**src/tsc_pkg.sv**
```systemverilog
package tsc_pkg;

  localparam int word_w    = 16;
  localparam int addr_w    = 16;
  localparam int reg_idx_w = 2;

  typedef enum logic [3:0] {
    bne_op   = 4'd0,
    beq_op   = 4'd1,
    bgz_op   = 4'd2,
    blz_op   = 4'd3,
    adi_op   = 4'd4,
    ori_op   = 4'd5,
    lhi_op   = 4'd6,
    lwd_op   = 4'd7,
    swd_op   = 4'd8,
    jmp_op   = 4'd9,
    jal_op   = 4'd10,
    rtype_op = 4'd15
  } opcode_e;

  // r-type function field
  typedef enum logic [5:0] {
    func_add = 6'd0,
    func_sub = 6'd1,
    func_and = 6'd2,
    func_orr = 6'd3,
    func_not = 6'd4,
    func_tcp = 6'd5,
    func_shl = 6'd6,
    func_shr = 6'd7,
    func_jpr = 6'd25,
    func_jrl = 6'd26,
    func_wwd = 6'd28,
    func_hlt = 6'd29
  } func_e;

  typedef enum logic [4:0] {
    s_if, s_id, s_r_ex, s_r_wb, s_i_ex, s_i_wb, s_mem_ex, s_ld_mem, s_ld_wb,
    s_sd_mem, s_b_check, s_b_done, s_jal, s_jmp, s_jrl, s_jpr, s_wwd, s_hlt
  } state_e;

  typedef enum logic [1:0] {a_pc, a_rs} alu_a_e;
  typedef enum logic [1:0] {b_rt, b_one, b_imm, b_zero} alu_b_e;
  // r2 is the link register
  typedef enum logic [1:0] {dest_none, dest_rd, dest_rt, dest_r2} dest_e;

  typedef struct packed {
    logic   pc_write;
    logic   pc_write_cond;
    logic   i_or_d;
    logic   mem_read;
    logic   mem_write;
    logic   ir_write;
    logic   mem_to_reg;
    logic   pc_to_reg;
    logic   pc_src;
    logic   wwd;
    logic   halt;
    logic   new_inst;
    dest_e  dest;
    alu_a_e alu_a;
    alu_b_e alu_b;
    logic   alu_func;
  } ctrl_t;

  typedef struct packed {
    opcode_e                opcode;
    func_e                  func;
    logic [reg_idx_w-1:0]   rs;
    logic [reg_idx_w-1:0]   rt;
    logic [reg_idx_w-1:0]   rd;
    logic [word_w-1:0]      rs_val;
    logic [word_w-1:0]      rt_val;
    logic [word_w-1:0]      imm;
    logic [11:0]            target;
    logic [word_w-1:0]      pc;
  } dec_t;

  typedef struct packed {
    logic              cyc;
    logic              stb;
    logic              we;
    logic [addr_w-1:0] adr;
    logic [word_w-1:0] dat_w;
  } wb_req_t;

  typedef struct packed {
    logic              ack;
    logic [word_w-1:0] dat_r;
  } wb_rsp_t;

endpackage

```
**src/alu_exec.sv**
```systemverilog
module alu_exec (
  input  logic                       clk,
  input  logic                       rst_n,
  input  tsc_pkg::ctrl_t             ctrl,
  input  tsc_pkg::dec_t              dec,
  output logic [tsc_pkg::word_w-1:0] alu_now,
  output logic [tsc_pkg::word_w-1:0] alu_out,
  output logic                       taken
);
  import tsc_pkg::*;

  logic [word_w-1:0] op_a;
  logic [word_w-1:0] op_b;

  always_comb begin
    op_a = (ctrl.alu_a == a_rs) ? dec.rs_val : dec.pc;
    case (ctrl.alu_b)
      b_rt:    op_b = dec.rt_val;
      b_one:   op_b = 16'd1;
      b_imm:   op_b = dec.imm;
      default: op_b = '0;
    endcase
  end

  // plain add unless the instruction picks the operation
  always_comb begin
    alu_now = op_a + op_b;
    if (ctrl.alu_func) begin
      case (dec.opcode)
        ori_op: alu_now = op_a | op_b;
        lhi_op: alu_now = op_b;
        rtype_op: begin
          case (dec.func)
            func_sub: alu_now = op_a - op_b;
            func_and: alu_now = op_a & op_b;
            func_orr: alu_now = op_a | op_b;
            func_not: alu_now = ~op_a;
            func_tcp: alu_now = ~op_a + 16'd1;
            func_shl: alu_now = {op_a[14:0], 1'b0};
            // arithmetic shift
            func_shr: alu_now = {op_a[15], op_a[15:1]};
            default:  alu_now = op_a + op_b;
          endcase
        end
        default: alu_now = op_a + op_b;
      endcase
    end
  end

  always_comb begin
    case (dec.opcode)
      bne_op:  taken = dec.rs_val != dec.rt_val;
      beq_op:  taken = dec.rs_val == dec.rt_val;
      bgz_op:  taken = !dec.rs_val[15] && (dec.rs_val != '0);
      blz_op:  taken = dec.rs_val[15];
      default: taken = 1'b0;
    endcase
  end

  always_ff @(posedge clk or negedge rst_n) begin
    if (!rst_n) begin
      alu_out <= '0;
    end else begin
      alu_out <= alu_now;
    end
  end

endmodule

```
**src/control_fsm.sv**
```systemverilog
module control_fsm (
  input  logic             clk,
  input  logic             rst_n,
  input  tsc_pkg::opcode_e opcode,
  input  tsc_pkg::func_e   func,
  input  logic             bus_ack,
  output tsc_pkg::ctrl_t   ctrl
);
  import tsc_pkg::*;

  state_e state, state_nxt;
  // keeps the first fetch off the bus until reset is released
  logic   started;

  always_ff @(posedge clk or negedge rst_n) begin
    if (!rst_n) begin
      state   <= s_if;
      started <= 1'b0;
    end else begin
      state   <= state_nxt;
      started <= 1'b1;
    end
  end

  always_comb begin
    state_nxt = s_if;
    case (state)
      s_if:     state_nxt = bus_ack ? s_id : s_if;
      s_id: begin
        case (opcode)
          rtype_op: begin
            case (func)
              func_jpr: state_nxt = s_jpr;
              func_jrl: state_nxt = s_jrl;
              func_wwd: state_nxt = s_wwd;
              func_hlt: state_nxt = s_hlt;
              default:  state_nxt = s_r_ex;
            endcase
          end
          adi_op, ori_op, lhi_op:         state_nxt = s_i_ex;
          lwd_op, swd_op:                 state_nxt = s_mem_ex;
          bne_op, beq_op, bgz_op, blz_op: state_nxt = s_b_check;
          jal_op:                         state_nxt = s_jal;
          jmp_op:                         state_nxt = s_jmp;
          // illegal opcode stops the core
          default:                        state_nxt = s_hlt;
        endcase
      end
      s_r_ex:    state_nxt = s_r_wb;
      s_i_ex:    state_nxt = s_i_wb;
      s_mem_ex:  state_nxt = (opcode == lwd_op) ? s_ld_mem : s_sd_mem;
      s_ld_mem:  state_nxt = bus_ack ? s_ld_wb : s_ld_mem;
      s_sd_mem:  state_nxt = bus_ack ? s_if : s_sd_mem;
      s_b_check: state_nxt = s_b_done;
      s_hlt:     state_nxt = s_hlt;
      default:   state_nxt = s_if;
    endcase
  end

  always_comb begin
    ctrl = '0;
    case (state)
      s_if: begin
        // pc + 1 goes back to pc when the fetch completes
        ctrl.mem_read = started;
        ctrl.ir_write = started & bus_ack;
        ctrl.pc_write = started & bus_ack;
        ctrl.alu_b    = b_one;
      end
      s_id: begin
        ctrl.alu_b = b_imm;
      end
      s_r_ex: begin
        ctrl.alu_a    = a_rs;
        ctrl.alu_func = 1'b1;
      end
      s_r_wb: begin
        ctrl.dest     = dest_rd;
        ctrl.new_inst = 1'b1;
      end
      s_i_ex: begin
        ctrl.alu_a    = a_rs;
        ctrl.alu_b    = b_imm;
        ctrl.alu_func = 1'b1;
      end
      s_i_wb: begin
        ctrl.dest     = dest_rt;
        ctrl.new_inst = 1'b1;
      end
      s_mem_ex: begin
        ctrl.alu_a = a_rs;
        ctrl.alu_b = b_imm;
      end
      s_ld_mem: begin
        // address operands held so alu_out stays put during wait states
        ctrl.alu_a    = a_rs;
        ctrl.alu_b    = b_imm;
        ctrl.mem_read = 1'b1;
        ctrl.i_or_d   = 1'b1;
      end
      s_ld_wb: begin
        ctrl.dest       = dest_rt;
        ctrl.mem_to_reg = 1'b1;
        ctrl.new_inst   = 1'b1;
      end
      s_sd_mem: begin
        ctrl.alu_a     = a_rs;
        ctrl.alu_b     = b_imm;
        ctrl.mem_write = 1'b1;
        ctrl.i_or_d    = 1'b1;
        ctrl.new_inst  = 1'b1;
      end
      s_b_check: begin
        ctrl.alu_b = b_imm;
      end
      s_b_done: begin
        ctrl.alu_b         = b_imm;
        ctrl.pc_write_cond = 1'b1;
        ctrl.new_inst      = 1'b1;
      end
      s_jal: begin
        ctrl.pc_to_reg = 1'b1;
        ctrl.dest      = dest_r2;
        ctrl.pc_write  = 1'b1;
        ctrl.pc_src    = 1'b1;
        ctrl.new_inst  = 1'b1;
      end
      s_jmp: begin
        ctrl.pc_write = 1'b1;
        ctrl.pc_src   = 1'b1;
        ctrl.new_inst = 1'b1;
      end
      s_jrl: begin
        ctrl.pc_to_reg = 1'b1;
        ctrl.dest      = dest_r2;
        ctrl.alu_a     = a_rs;
        ctrl.alu_b     = b_zero;
        ctrl.pc_write  = 1'b1;
        ctrl.new_inst  = 1'b1;
      end
      s_jpr: begin
        ctrl.alu_a    = a_rs;
        ctrl.alu_b    = b_zero;
        ctrl.pc_write = 1'b1;
        ctrl.new_inst = 1'b1;
      end
      s_wwd: begin
        ctrl.wwd      = 1'b1;
        ctrl.new_inst = 1'b1;
      end
      default: begin
        ctrl.halt = 1'b1;
      end
    endcase
  end

endmodule

```
**src/inst_decode.sv**
```systemverilog
module inst_decode (
  input  logic                              clk,
  input  logic                              rst_n,
  input  tsc_pkg::ctrl_t                    ctrl,
  input  logic [tsc_pkg::word_w-1:0]        ir_data,
  input  logic                              reg_wr_en,
  input  logic [tsc_pkg::reg_idx_w-1:0]     reg_wr_idx,
  input  logic [tsc_pkg::word_w-1:0]        reg_wr_data,
  input  logic                              pc_wr_en,
  input  logic [tsc_pkg::word_w-1:0]        pc_wr_data,
  output tsc_pkg::dec_t                     dec
);
  import tsc_pkg::*;

  logic [word_w-1:0] ir;
  logic [word_w-1:0] pc;
  logic [word_w-1:0] regs [4];
  opcode_e           opcode;
  logic [word_w-1:0] imm;

  always_ff @(posedge clk) begin
    if (ctrl.ir_write) begin
      ir <= ir_data;
    end
  end

  always_ff @(posedge clk or negedge rst_n) begin
    if (!rst_n) begin
      pc <= '0;
    end else if (pc_wr_en) begin
      pc <= pc_wr_data;
    end
  end

  // r0 is writable like the others
  always_ff @(posedge clk or negedge rst_n) begin
    if (!rst_n) begin
      for (int i = 0; i < 4; i++) begin
        regs[i] <= '0;
      end
    end else if (reg_wr_en) begin
      regs[reg_wr_idx] <= reg_wr_data;
    end
  end

  assign opcode = opcode_e'(ir[15:12]);

  always_comb begin
    case (opcode)
      ori_op:  imm = {8'h00, ir[7:0]};
      lhi_op:  imm = {ir[7:0], 8'h00};
      default: imm = {{8{ir[7]}}, ir[7:0]};
    endcase
  end

  always_comb begin
    dec.opcode = opcode;
    dec.func   = func_e'(ir[5:0]);
    dec.rs     = ir[11:10];
    dec.rt     = ir[9:8];
    dec.rd     = ir[7:6];
    dec.rs_val = regs[ir[11:10]];
    dec.rt_val = regs[ir[9:8]];
    dec.imm    = imm;
    dec.target = ir[11:0];
    dec.pc     = pc;
  end

endmodule

```
**src/mem_result.sv**
```systemverilog
module mem_result (
  input  logic                          clk,
  input  logic                          rst_n,
  input  tsc_pkg::ctrl_t                ctrl,
  input  tsc_pkg::dec_t                 dec,
  input  logic [tsc_pkg::word_w-1:0]    alu_now,
  input  logic [tsc_pkg::word_w-1:0]    alu_out,
  input  logic                          taken,
  output tsc_pkg::wb_req_t              wb_req,
  input  tsc_pkg::wb_rsp_t              wb_rsp,
  output logic                          reg_wr_en,
  output logic [tsc_pkg::reg_idx_w-1:0] reg_wr_idx,
  output logic [tsc_pkg::word_w-1:0]    reg_wr_data,
  output logic                          pc_wr_en,
  output logic [tsc_pkg::word_w-1:0]    pc_wr_data,
  output logic [tsc_pkg::word_w-1:0]    ir_data,
  output logic [tsc_pkg::word_w-1:0]    output_port,
  output logic                          output_valid,
  output logic                          halted
);
  import tsc_pkg::*;

  logic [word_w-1:0] mdr;
  logic              halt_q;

  // single classic cycle, held until ack
  always_comb begin
    wb_req.cyc   = ctrl.mem_read | ctrl.mem_write;
    wb_req.stb   = ctrl.mem_read | ctrl.mem_write;
    wb_req.we    = ctrl.mem_write;
    wb_req.adr   = ctrl.i_or_d ? alu_out : dec.pc;
    wb_req.dat_w = dec.rt_val;
  end

  assign ir_data = wb_rsp.dat_r;

  always_ff @(posedge clk) begin
    if (ctrl.mem_read && ctrl.i_or_d && wb_rsp.ack) begin
      mdr <= wb_rsp.dat_r;
    end
  end

  always_comb begin
    reg_wr_en = ctrl.dest != dest_none;
    case (ctrl.dest)
      dest_rd: reg_wr_idx = dec.rd;
      dest_rt: reg_wr_idx = dec.rt;
      default: reg_wr_idx = 2'd2;
    endcase
    // link value is the already incremented pc
    if (ctrl.pc_to_reg) begin
      reg_wr_data = dec.pc;
    end else if (ctrl.mem_to_reg) begin
      reg_wr_data = mdr;
    end else begin
      reg_wr_data = alu_out;
    end
  end

  assign pc_wr_en   = ctrl.pc_write | (ctrl.pc_write_cond & taken);
  assign pc_wr_data = ctrl.pc_src ? {dec.pc[15:12], dec.target} : alu_now;

  always_ff @(posedge clk or negedge rst_n) begin
    if (!rst_n) begin
      output_port  <= '0;
      output_valid <= 1'b0;
      halt_q       <= 1'b0;
    end else begin
      output_valid <= ctrl.wwd;
      if (ctrl.wwd) begin
        output_port <= dec.rs_val;
      end
      if (ctrl.halt) begin
        halt_q <= 1'b1;
      end
    end
  end

  // visible from the first cycle of the halt state
  assign halted = halt_q | ctrl.halt;

endmodule

```
**src/tsc_core.sv**
```systemverilog
module tsc_core (
  input  logic                       clk,
  input  logic                       rst_n,
  output tsc_pkg::wb_req_t           wb_req,
  input  tsc_pkg::wb_rsp_t           wb_rsp,
  output logic [tsc_pkg::word_w-1:0] output_port,
  output logic                       output_valid,
  output logic                       halted
);
  import tsc_pkg::*;

  ctrl_t                ctrl;
  dec_t                 dec;
  logic [word_w-1:0]    alu_now;
  logic [word_w-1:0]    alu_out;
  logic                 taken;
  logic                 reg_wr_en;
  logic [reg_idx_w-1:0] reg_wr_idx;
  logic [word_w-1:0]    reg_wr_data;
  logic                 pc_wr_en;
  logic [word_w-1:0]    pc_wr_data;
  logic [word_w-1:0]    ir_data;

  control_fsm u_control_fsm (
    .clk     (clk),
    .rst_n   (rst_n),
    .opcode  (dec.opcode),
    .func    (dec.func),
    .bus_ack (wb_rsp.ack),
    .ctrl    (ctrl)
  );

  inst_decode u_inst_decode (
    .clk         (clk),
    .rst_n       (rst_n),
    .ctrl        (ctrl),
    .ir_data     (ir_data),
    .reg_wr_en   (reg_wr_en),
    .reg_wr_idx  (reg_wr_idx),
    .reg_wr_data (reg_wr_data),
    .pc_wr_en    (pc_wr_en),
    .pc_wr_data  (pc_wr_data),
    .dec         (dec)
  );

  alu_exec u_alu_exec (
    .clk     (clk),
    .rst_n   (rst_n),
    .ctrl    (ctrl),
    .dec     (dec),
    .alu_now (alu_now),
    .alu_out (alu_out),
    .taken   (taken)
  );

  mem_result u_mem_result (
    .clk          (clk),
    .rst_n        (rst_n),
    .ctrl         (ctrl),
    .dec          (dec),
    .alu_now      (alu_now),
    .alu_out      (alu_out),
    .taken        (taken),
    .wb_req       (wb_req),
    .wb_rsp       (wb_rsp),
    .reg_wr_en    (reg_wr_en),
    .reg_wr_idx   (reg_wr_idx),
    .reg_wr_data  (reg_wr_data),
    .pc_wr_en     (pc_wr_en),
    .pc_wr_data   (pc_wr_data),
    .ir_data      (ir_data),
    .output_port  (output_port),
    .output_valid (output_valid),
    .halted       (halted)
  );

endmodule

```
**config.mk**
```make
export PLATFORM = sky130hd
export DESIGN_NAME = tsc_core
export DESIGN_NICKNAME = d
export VERILOG_FILES = /design/src/tsc_pkg.sv /design/src/alu_exec.sv /design/src/control_fsm.sv /design/src/inst_decode.sv /design/src/mem_result.sv /design/src/tsc_core.sv
export SDC_FILE = /design/constraint.sdc
export NUM_CORES = 1
export LEC_CHECK = 0
export BUFFER_PORTS_ARGS = -buffer_cell sky130_fd_sc_hd__buf_4
export CAP_MARGIN = 20
export CELL_PAD_IN_SITES_DETAIL_PLACEMENT = 1
export CELL_PAD_IN_SITES_GLOBAL_PLACEMENT = 1
export CORE_UTILIZATION = 47
export CTS_BUF_LIST = sky130_fd_sc_hd__clkbuf_2
export CTS_CLUSTER_DIAMETER = 50
export DETAILED_ROUTE_END_ITERATION = 16
export PLACE_DENSITY = 0.84
export SYNTH_ARGS = -nofsm -noshare
export SYNTH_HDL_FRONTEND = slang
export SYNTH_HIERARCHICAL = 1
export SYNTH_SLANG_ARGS = --single-unit
export TNS_END_PERCENT = 1
```
**constraint.sdc**
```tcl
create_clock -name clk -period 11.9 [get_ports clk]
set_input_delay 1.19 -clock clk [delete_from_list [all_inputs] [get_ports clk]]
set_output_delay 1.19 -clock clk [all_outputs]
set_load 0.01 [all_outputs]
```
=== After elaboration in Yosys (flattened, before gate mapping) ===
Cells that the tools add are included.

* $add $sub $neg: 3
* Reductions and logical operators: 24
* Mux-type cells: 43
* Eq/ne operators: 46
* Magnitude comparators: 4
* Bitwise logic cells: 12

{| class="wikitable"
|+ Operator list
! kind !! count
|-
| 2-to-1 mux 16 bit || 10
|-
| case mux 16 bit (7 select lines) || 1
|-
| case mux 16 bit (3 select lines) || 2
|-
| binary-select mux 16 bit (select 2 bit) || 2
|-
| bitwise mux 64 bit || 1
|-
| case mux 5 bit (9 select lines) || 1
|-
| == test 5 x 4 -> 1 bit (second input constant) || 8
|-
| demux 16 bit (select 2 bit) || 1
|-
| case mux 16 bit (2 select lines) || 1
|-
| case mux 5 bit (6 select lines) || 1
|-
| == test 6 x 3 -> 1 bit (second input constant) || 4
|-
| == test 6 x 5 -> 1 bit (second input constant) || 4
|-
| == test 5 x 3 -> 1 bit (second input constant) || 4
|-
| case mux 5 bit (4 select lines) || 1
|-
| OR reduction 17 bit || 1
|-
| adder 16 x 1 -> 16 bit (second input constant) || 1
|-
| adder 16 bit || 1
|-
| AND 16 bit || 1
|-
| == test 16 bit || 1
|-
| == test 4 x 3 -> 1 bit (second input constant) || 4
|-
| == test 4 bit (second input constant) || 4
|-
| != test 16 bit || 1
|-
| NOT 16 bit || 1
|-
| OR 16 bit || 1
|-
| 36 further kinds || 75
|}

* Logic and storage cells: 146
* Register bits: 152
* Output and inout bits: 53

=== Longest topological paths before layout ===
* Word-level depth: 11
* Mapped depth: 22

=== Modules after synthesis ===
Netlist, hierarchy kept.

{| class="wikitable"
|+ By module, submodules not included
! module !! cells each !! times used !! area each (sq um)
|-
| alu_exec || 637 || 1 || 4783.3
|-
| inst_decode || 263 || 1 || 4518.1
|-
| mem_result || 190 || 1 || 2382.3
|-
| control_fsm || 114 || 1 || 803.3
|}

=== Worst setup path after synthesis ===
No wires, ideal clock.

* Kind: register to register
* Start: register u_control_fsm.state[2]
* End: register u_inst_decode.pc[8]
* Period minus slack after synthesis: 4.754 ns
* Path buffers: 5
* Cell stages (with the launch flop): 23
* Library setup time: 0.125 ns
* Setup slack: 7.146 ns
* Arrival time: 4.629 ns
* Cells stage by stage: dfrtp_1 -> buf_6 -> buf_2 -> maj3_1 -> a21oi_1 -> nor2_1 -> nor2b_1 -> buf_6 -> buf_8 -> buf_6 -> mux2i_1 -> inv_1 -> ha_1 -> fa_1 -> a211oi_1 -> o21bai_1 -> a2111oi_0 -> nor3_1 -> xnor2_1 -> a21oi_1 -> o211a_1 -> mux2_4 -> mux2_2

{| class="wikitable"
|+ RTL lines
! element !! RTL line !! text
|-
| start: declaration || control_fsm.sv:11 || <nowiki>state_e state, state_nxt;</nowiki>
|-
| start signal: assignment || control_fsm.sv:17 || <nowiki>state <= s_if;</nowiki>
|-
| start signal: assignment || control_fsm.sv:20 || <nowiki>state <= state_nxt;</nowiki>
|-
| end signal: assignment || inst_decode.sv:31 || <nowiki>pc <= pc_wr_data;</nowiki>
|-
| end: declaration || inst_decode.sv:16 || <nowiki>logic [word_w-1:0] pc;</nowiki>
|}

==> insert_results.sql <==
INSERT INTO impl_metrics (metric_group, metric, value, unit) VALUES
('placement', 'place_hpwl', '31.3', 'mm'),
('timing', 'final-hold-violation-count', '0', ''),
('timing', 'setup_tns', '0', 'ns'),
('drt', 'drt-wirelength-per-cell', '30.1', 'um'),
('clock_tree', 'post_cts_buffers', '0', ''),
('worst_setup_path', 'timing.critical_path.required', '12.56', 'ns'),
('layout', 'finalCoreUtilization', '0.500', ''),
('clock_tree', 'postCtsHoldBufs', '0', ''),
('layout', 'area_of_the_multi_input_gates', '7420', 'sq um'),
('worst_setup_path', 'critical_path.startpoint_type', 'register', ''),
('timing', 'final.min_clock_period', '5.89', 'ns'),
('clock_tree', 'cts_htree_levels', '4', ''),
('placement', 'place_congestion', '0.962', ''),
('power', 'power.leakage', '5.36', 'nW'),
('layout', 'seq_area', '3960', 'sq um'),
('global_route', 'grt.total_usage', '0.346', ''),
('timing', 'fin_worst_hold_slack', '0.374', 'ns'),
('layout', 'finalNonFillerCells', '1540', ''),
('clock_tree', 'cts.sinks', '152', ''),
('worst_setup_path', 'cp_max_fo', '23', ''),
('power', 'total_power', '4.39', 'mW'),
('placement', 'detailedPlace.worstSlack', '6.20', 'ns'),
('worst_setup_path', 'path_class', 'reg2reg', ''),
('floorplan', 'pin_count', '72', ''),
('clock_tree', 'cts-buffers-inserted', '17', ''),
('outcome', 'outcome', 'finished clean', ''),
('yosys', 'syn-cell-area', '12500', 'sq um'),
('timing', 'setup_viol_count_final', '0', ''),
('timing', 'rsz_0062_raised_after_global_routing', 'false', ''),
('layout', 'post-route-cell-area', '13000', 'sq um'),
('yosys', 'post_synth.cell_area_avg', '10.4', 'sq um'),
('drt', 'via_count', '10737', ''),
('floorplan', 'die_area', '27200', 'sq um'),
('layout', 'drive_above_1_share', '0.286', ''),
('layout', 'syn_to_final_growth', '4.53', '%'),
('yosys', 'netlist_instances', '1200', ''),
('worst_setup_path', 'r2r_setup_slack', '6.01', 'ns'),
('yosys', 'syn_nets', '1276', ''),
('placement', 'port_buffers', '71', ''),
('yosys', 'yosys_warnings', '6', ''),
('floorplan', 'die_height', '165', 'um'),
('clock_tree', 'post_cts_resized', '0', ''),
('clock_tree', 'clkTransAtPathRegs', '0.30', 'ns'),
('global_route', 'grt_antenna_before_repair', '1', ''),
('drt', 'detail_route.drc_violations', '0', ''),
('power', 'power_density', '337', 'nW/um^2'),
('timing', 'finalClockSkew', '0.0549', 'ns'),
('layout', 'n_fill_cell', '2824', ''),
('floorplan', 'rows', '59', ''),
('global_route', 'pin_count_of_the_biggest_net_entering_global_routing', '79', ''),
('drt', 'routed_via_density', '6.97', ''),
('worst_setup_path', 'end_kind', 'register', ''),
('placement', 'placed_cells_incl_taps', '1504', ''),
('drt', 'ant_nets', '0', ''),
('global_route', 'via_count_of_the_first_global_routing_pass', '11117', ''),
('timing', 'top_achievable_clock_speed', '170', 'MHz'),
('global_route', 'sum_of_overflow_across_all_layers_after_global_routing', '0', ''),
('timing', 'max-slew-margin-rel', '0.269', ''),
('clock_tree', 'cts_tree', 'yes', ''),
('clock_tree', 'cts-root-buf', 'sky130_fd_sc_hd__clkbuf_2', ''),
('floorplan', 'fp.dieW', '165', 'um'),
('worst_hold_path', 'worst_hold_path_type', 'in2async', ''),
('drt', 'drt-pass1-iter-count', '6', ''),
('global_route', 'grt_first_pass_wirelength', '69.8', 'mm'),
('timing', 'slew_viol_final', '0', ''),
('floorplan', 'placeableCoreArea', '26100', 'sq um'),
('clock_tree', 'max-clock-path-buffers', '2', ''),
('placement', 'postPlaceCellArea', '12700', 'sq um'),
('run', 'max_cap_violations', '0', ''),
('clock_tree', 'clk_latency', '0.76', 'ns'),
('drt', 'routed_wl', '46.4', 'mm'),
('timing', 'worst_pin_slew', '1.09', 'ns'),
('timing', 'period_share', '0.495', ''),
('layout', 'layout_nets', '1266', ''),
('worst_setup_path', 'cp_data_arrival_time', '6.55', 'ns'),
('power', 'vdd.ir_drop.worst', '0.174', 'mV'),
('timing', 'fin_ws', '6.01', 'ns'),
('drt', 'detailedRoute.firstIterationViolations', '1235', ''),
('worst_setup_path', 'rr_worst_depth', '18', ''),
('floorplan', 'initial_core_util', '0.478', '');
[layout by cell type (no fill, tap or decap), types with 8 or more instances in the layout]
master / count
sky130_fd_sc_hd__a211oi_1: 14
sky130_fd_sc_hd__a21oi_1: 38
sky130_fd_sc_hd__a31oi_1: 10
sky130_fd_sc_hd__and3_1: 9
sky130_fd_sc_hd__buf_4: 90
sky130_fd_sc_hd__clkbuf_2: 18
sky130_fd_sc_hd__dfrtp_1: 120
sky130_fd_sc_hd__edfxtp_1: 32
sky130_fd_sc_hd__ha_1: 55
sky130_fd_sc_hd__inv_1: 48
sky130_fd_sc_hd__mux2_2: 103
sky130_fd_sc_hd__mux2_4: 30
sky130_fd_sc_hd__mux2i_1: 52
sky130_fd_sc_hd__mux4_2: 34
sky130_fd_sc_hd__nand2_1: 55
sky130_fd_sc_hd__nand2b_1: 12
sky130_fd_sc_hd__nand3_1: 15
sky130_fd_sc_hd__nand4_1: 12
sky130_fd_sc_hd__nor2_1: 81
sky130_fd_sc_hd__nor2b_1: 19
sky130_fd_sc_hd__nor3_1: 21
sky130_fd_sc_hd__o21ai_0: 49
sky130_fd_sc_hd__o21ai_1: 13
sky130_fd_sc_hd__o21bai_1: 9
sky130_fd_sc_hd__o22ai_1: 23
sky130_fd_sc_hd__or2_2: 16
sky130_fd_sc_hd__xnor2_1: 46
sky130_fd_sc_hd__xor2_1: 8
[sequential cells by signal (all words and copies together) (netlist names)]
signal	flops
u_inst_decode/pc	16
u_mem_result/halt_q	1
u_mem_result/output_port	16
u_control_fsm/state	5
u_alu_exec/alu_out	16
u_mem_result/output_valid	1
u_control_fsm/started	1
u_inst_decode/ir	16
u_mem_result/mdr	16
u_inst_decode/regs	64
[report_power, final]
part,internal [mW],switching [mW]
logic,1.29,1.82
registers,0.709,0.221
clock network,0.108,0.234
total,2.11,2.28
[path summary, 6_finish.rpt]
check | startpoint | end
max in group asynchronous | rst_n | u_alu_exec/alu_out[10]
min in group clk | u_mem_result/halt_q | u_mem_result/halt_q
max | u_control_fsm/state[0] | u_inst_decode/pc[10]
min | rst_n | u_inst_decode/regs[18]
max reg2reg | u_control_fsm/state[0] | u_inst_decode/pc[10]
min reg2reg | u_mem_result/halt_q | u_mem_result/halt_q
[area by class of cell]
| class | instances | share of cell area |
|---|---|---|
| multi-input cells | 874 | 0.570 |
| flip-flops and latches | 152 | 0.304 |
| repair buffers | 93 | 0.0573 |
| well taps | 335 | 0.0322 |
| inverters | 52 | 0.0154 |
| clock inverters | 14 | 0.0137 |
| clock buffers | 18 | 0.00692 |
| diodes | 2 | 0.000384 |
[layer usage]
| layer | share of wire | routed length, um | GRT usage |
|---|---|---|---|
| met1 | 0.38 | 17700 | 0.436 |
| met2 | 0.47 | 21700 | 0.558 |
| met3 | 0.096 | 4440 | 0.0696 |
| met4 | 0.055 | 2540 | 0.186 |
| met5 | 0 | 0 | 0 |
[critical path: stages, from the launching register on]
cell                       delay [ns]
sky130_fd_sc_hd__dfrtp_1         0.80
sky130_fd_sc_hd__nand2b_1        0.25
sky130_fd_sc_hd__nor2_1          0.19
sky130_fd_sc_hd__a21oi_1         0.09
sky130_fd_sc_hd__nor2_1          0.18
sky130_fd_sc_hd__nor2b_2         0.17
sky130_fd_sc_hd__buf_4           0.36
sky130_fd_sc_hd__mux2i_1         0.71
sky130_fd_sc_hd__inv_1           0.30
sky130_fd_sc_hd__fa_1            0.55
sky130_fd_sc_hd__nor2b_1         0.17
sky130_fd_sc_hd__o21ai_0         0.26
sky130_fd_sc_hd__nand4b_1        0.20
sky130_fd_sc_hd__a311oi_1        0.50
sky130_fd_sc_hd__xnor2_1         0.19
sky130_fd_sc_hd__o221ai_1        0.12
sky130_fd_sc_hd__o211a_1         0.20
sky130_fd_sc_hd__mux2_4          0.28
sky130_fd_sc_hd__mux2_2          0.27
Power figures use the tool's default switching activity.
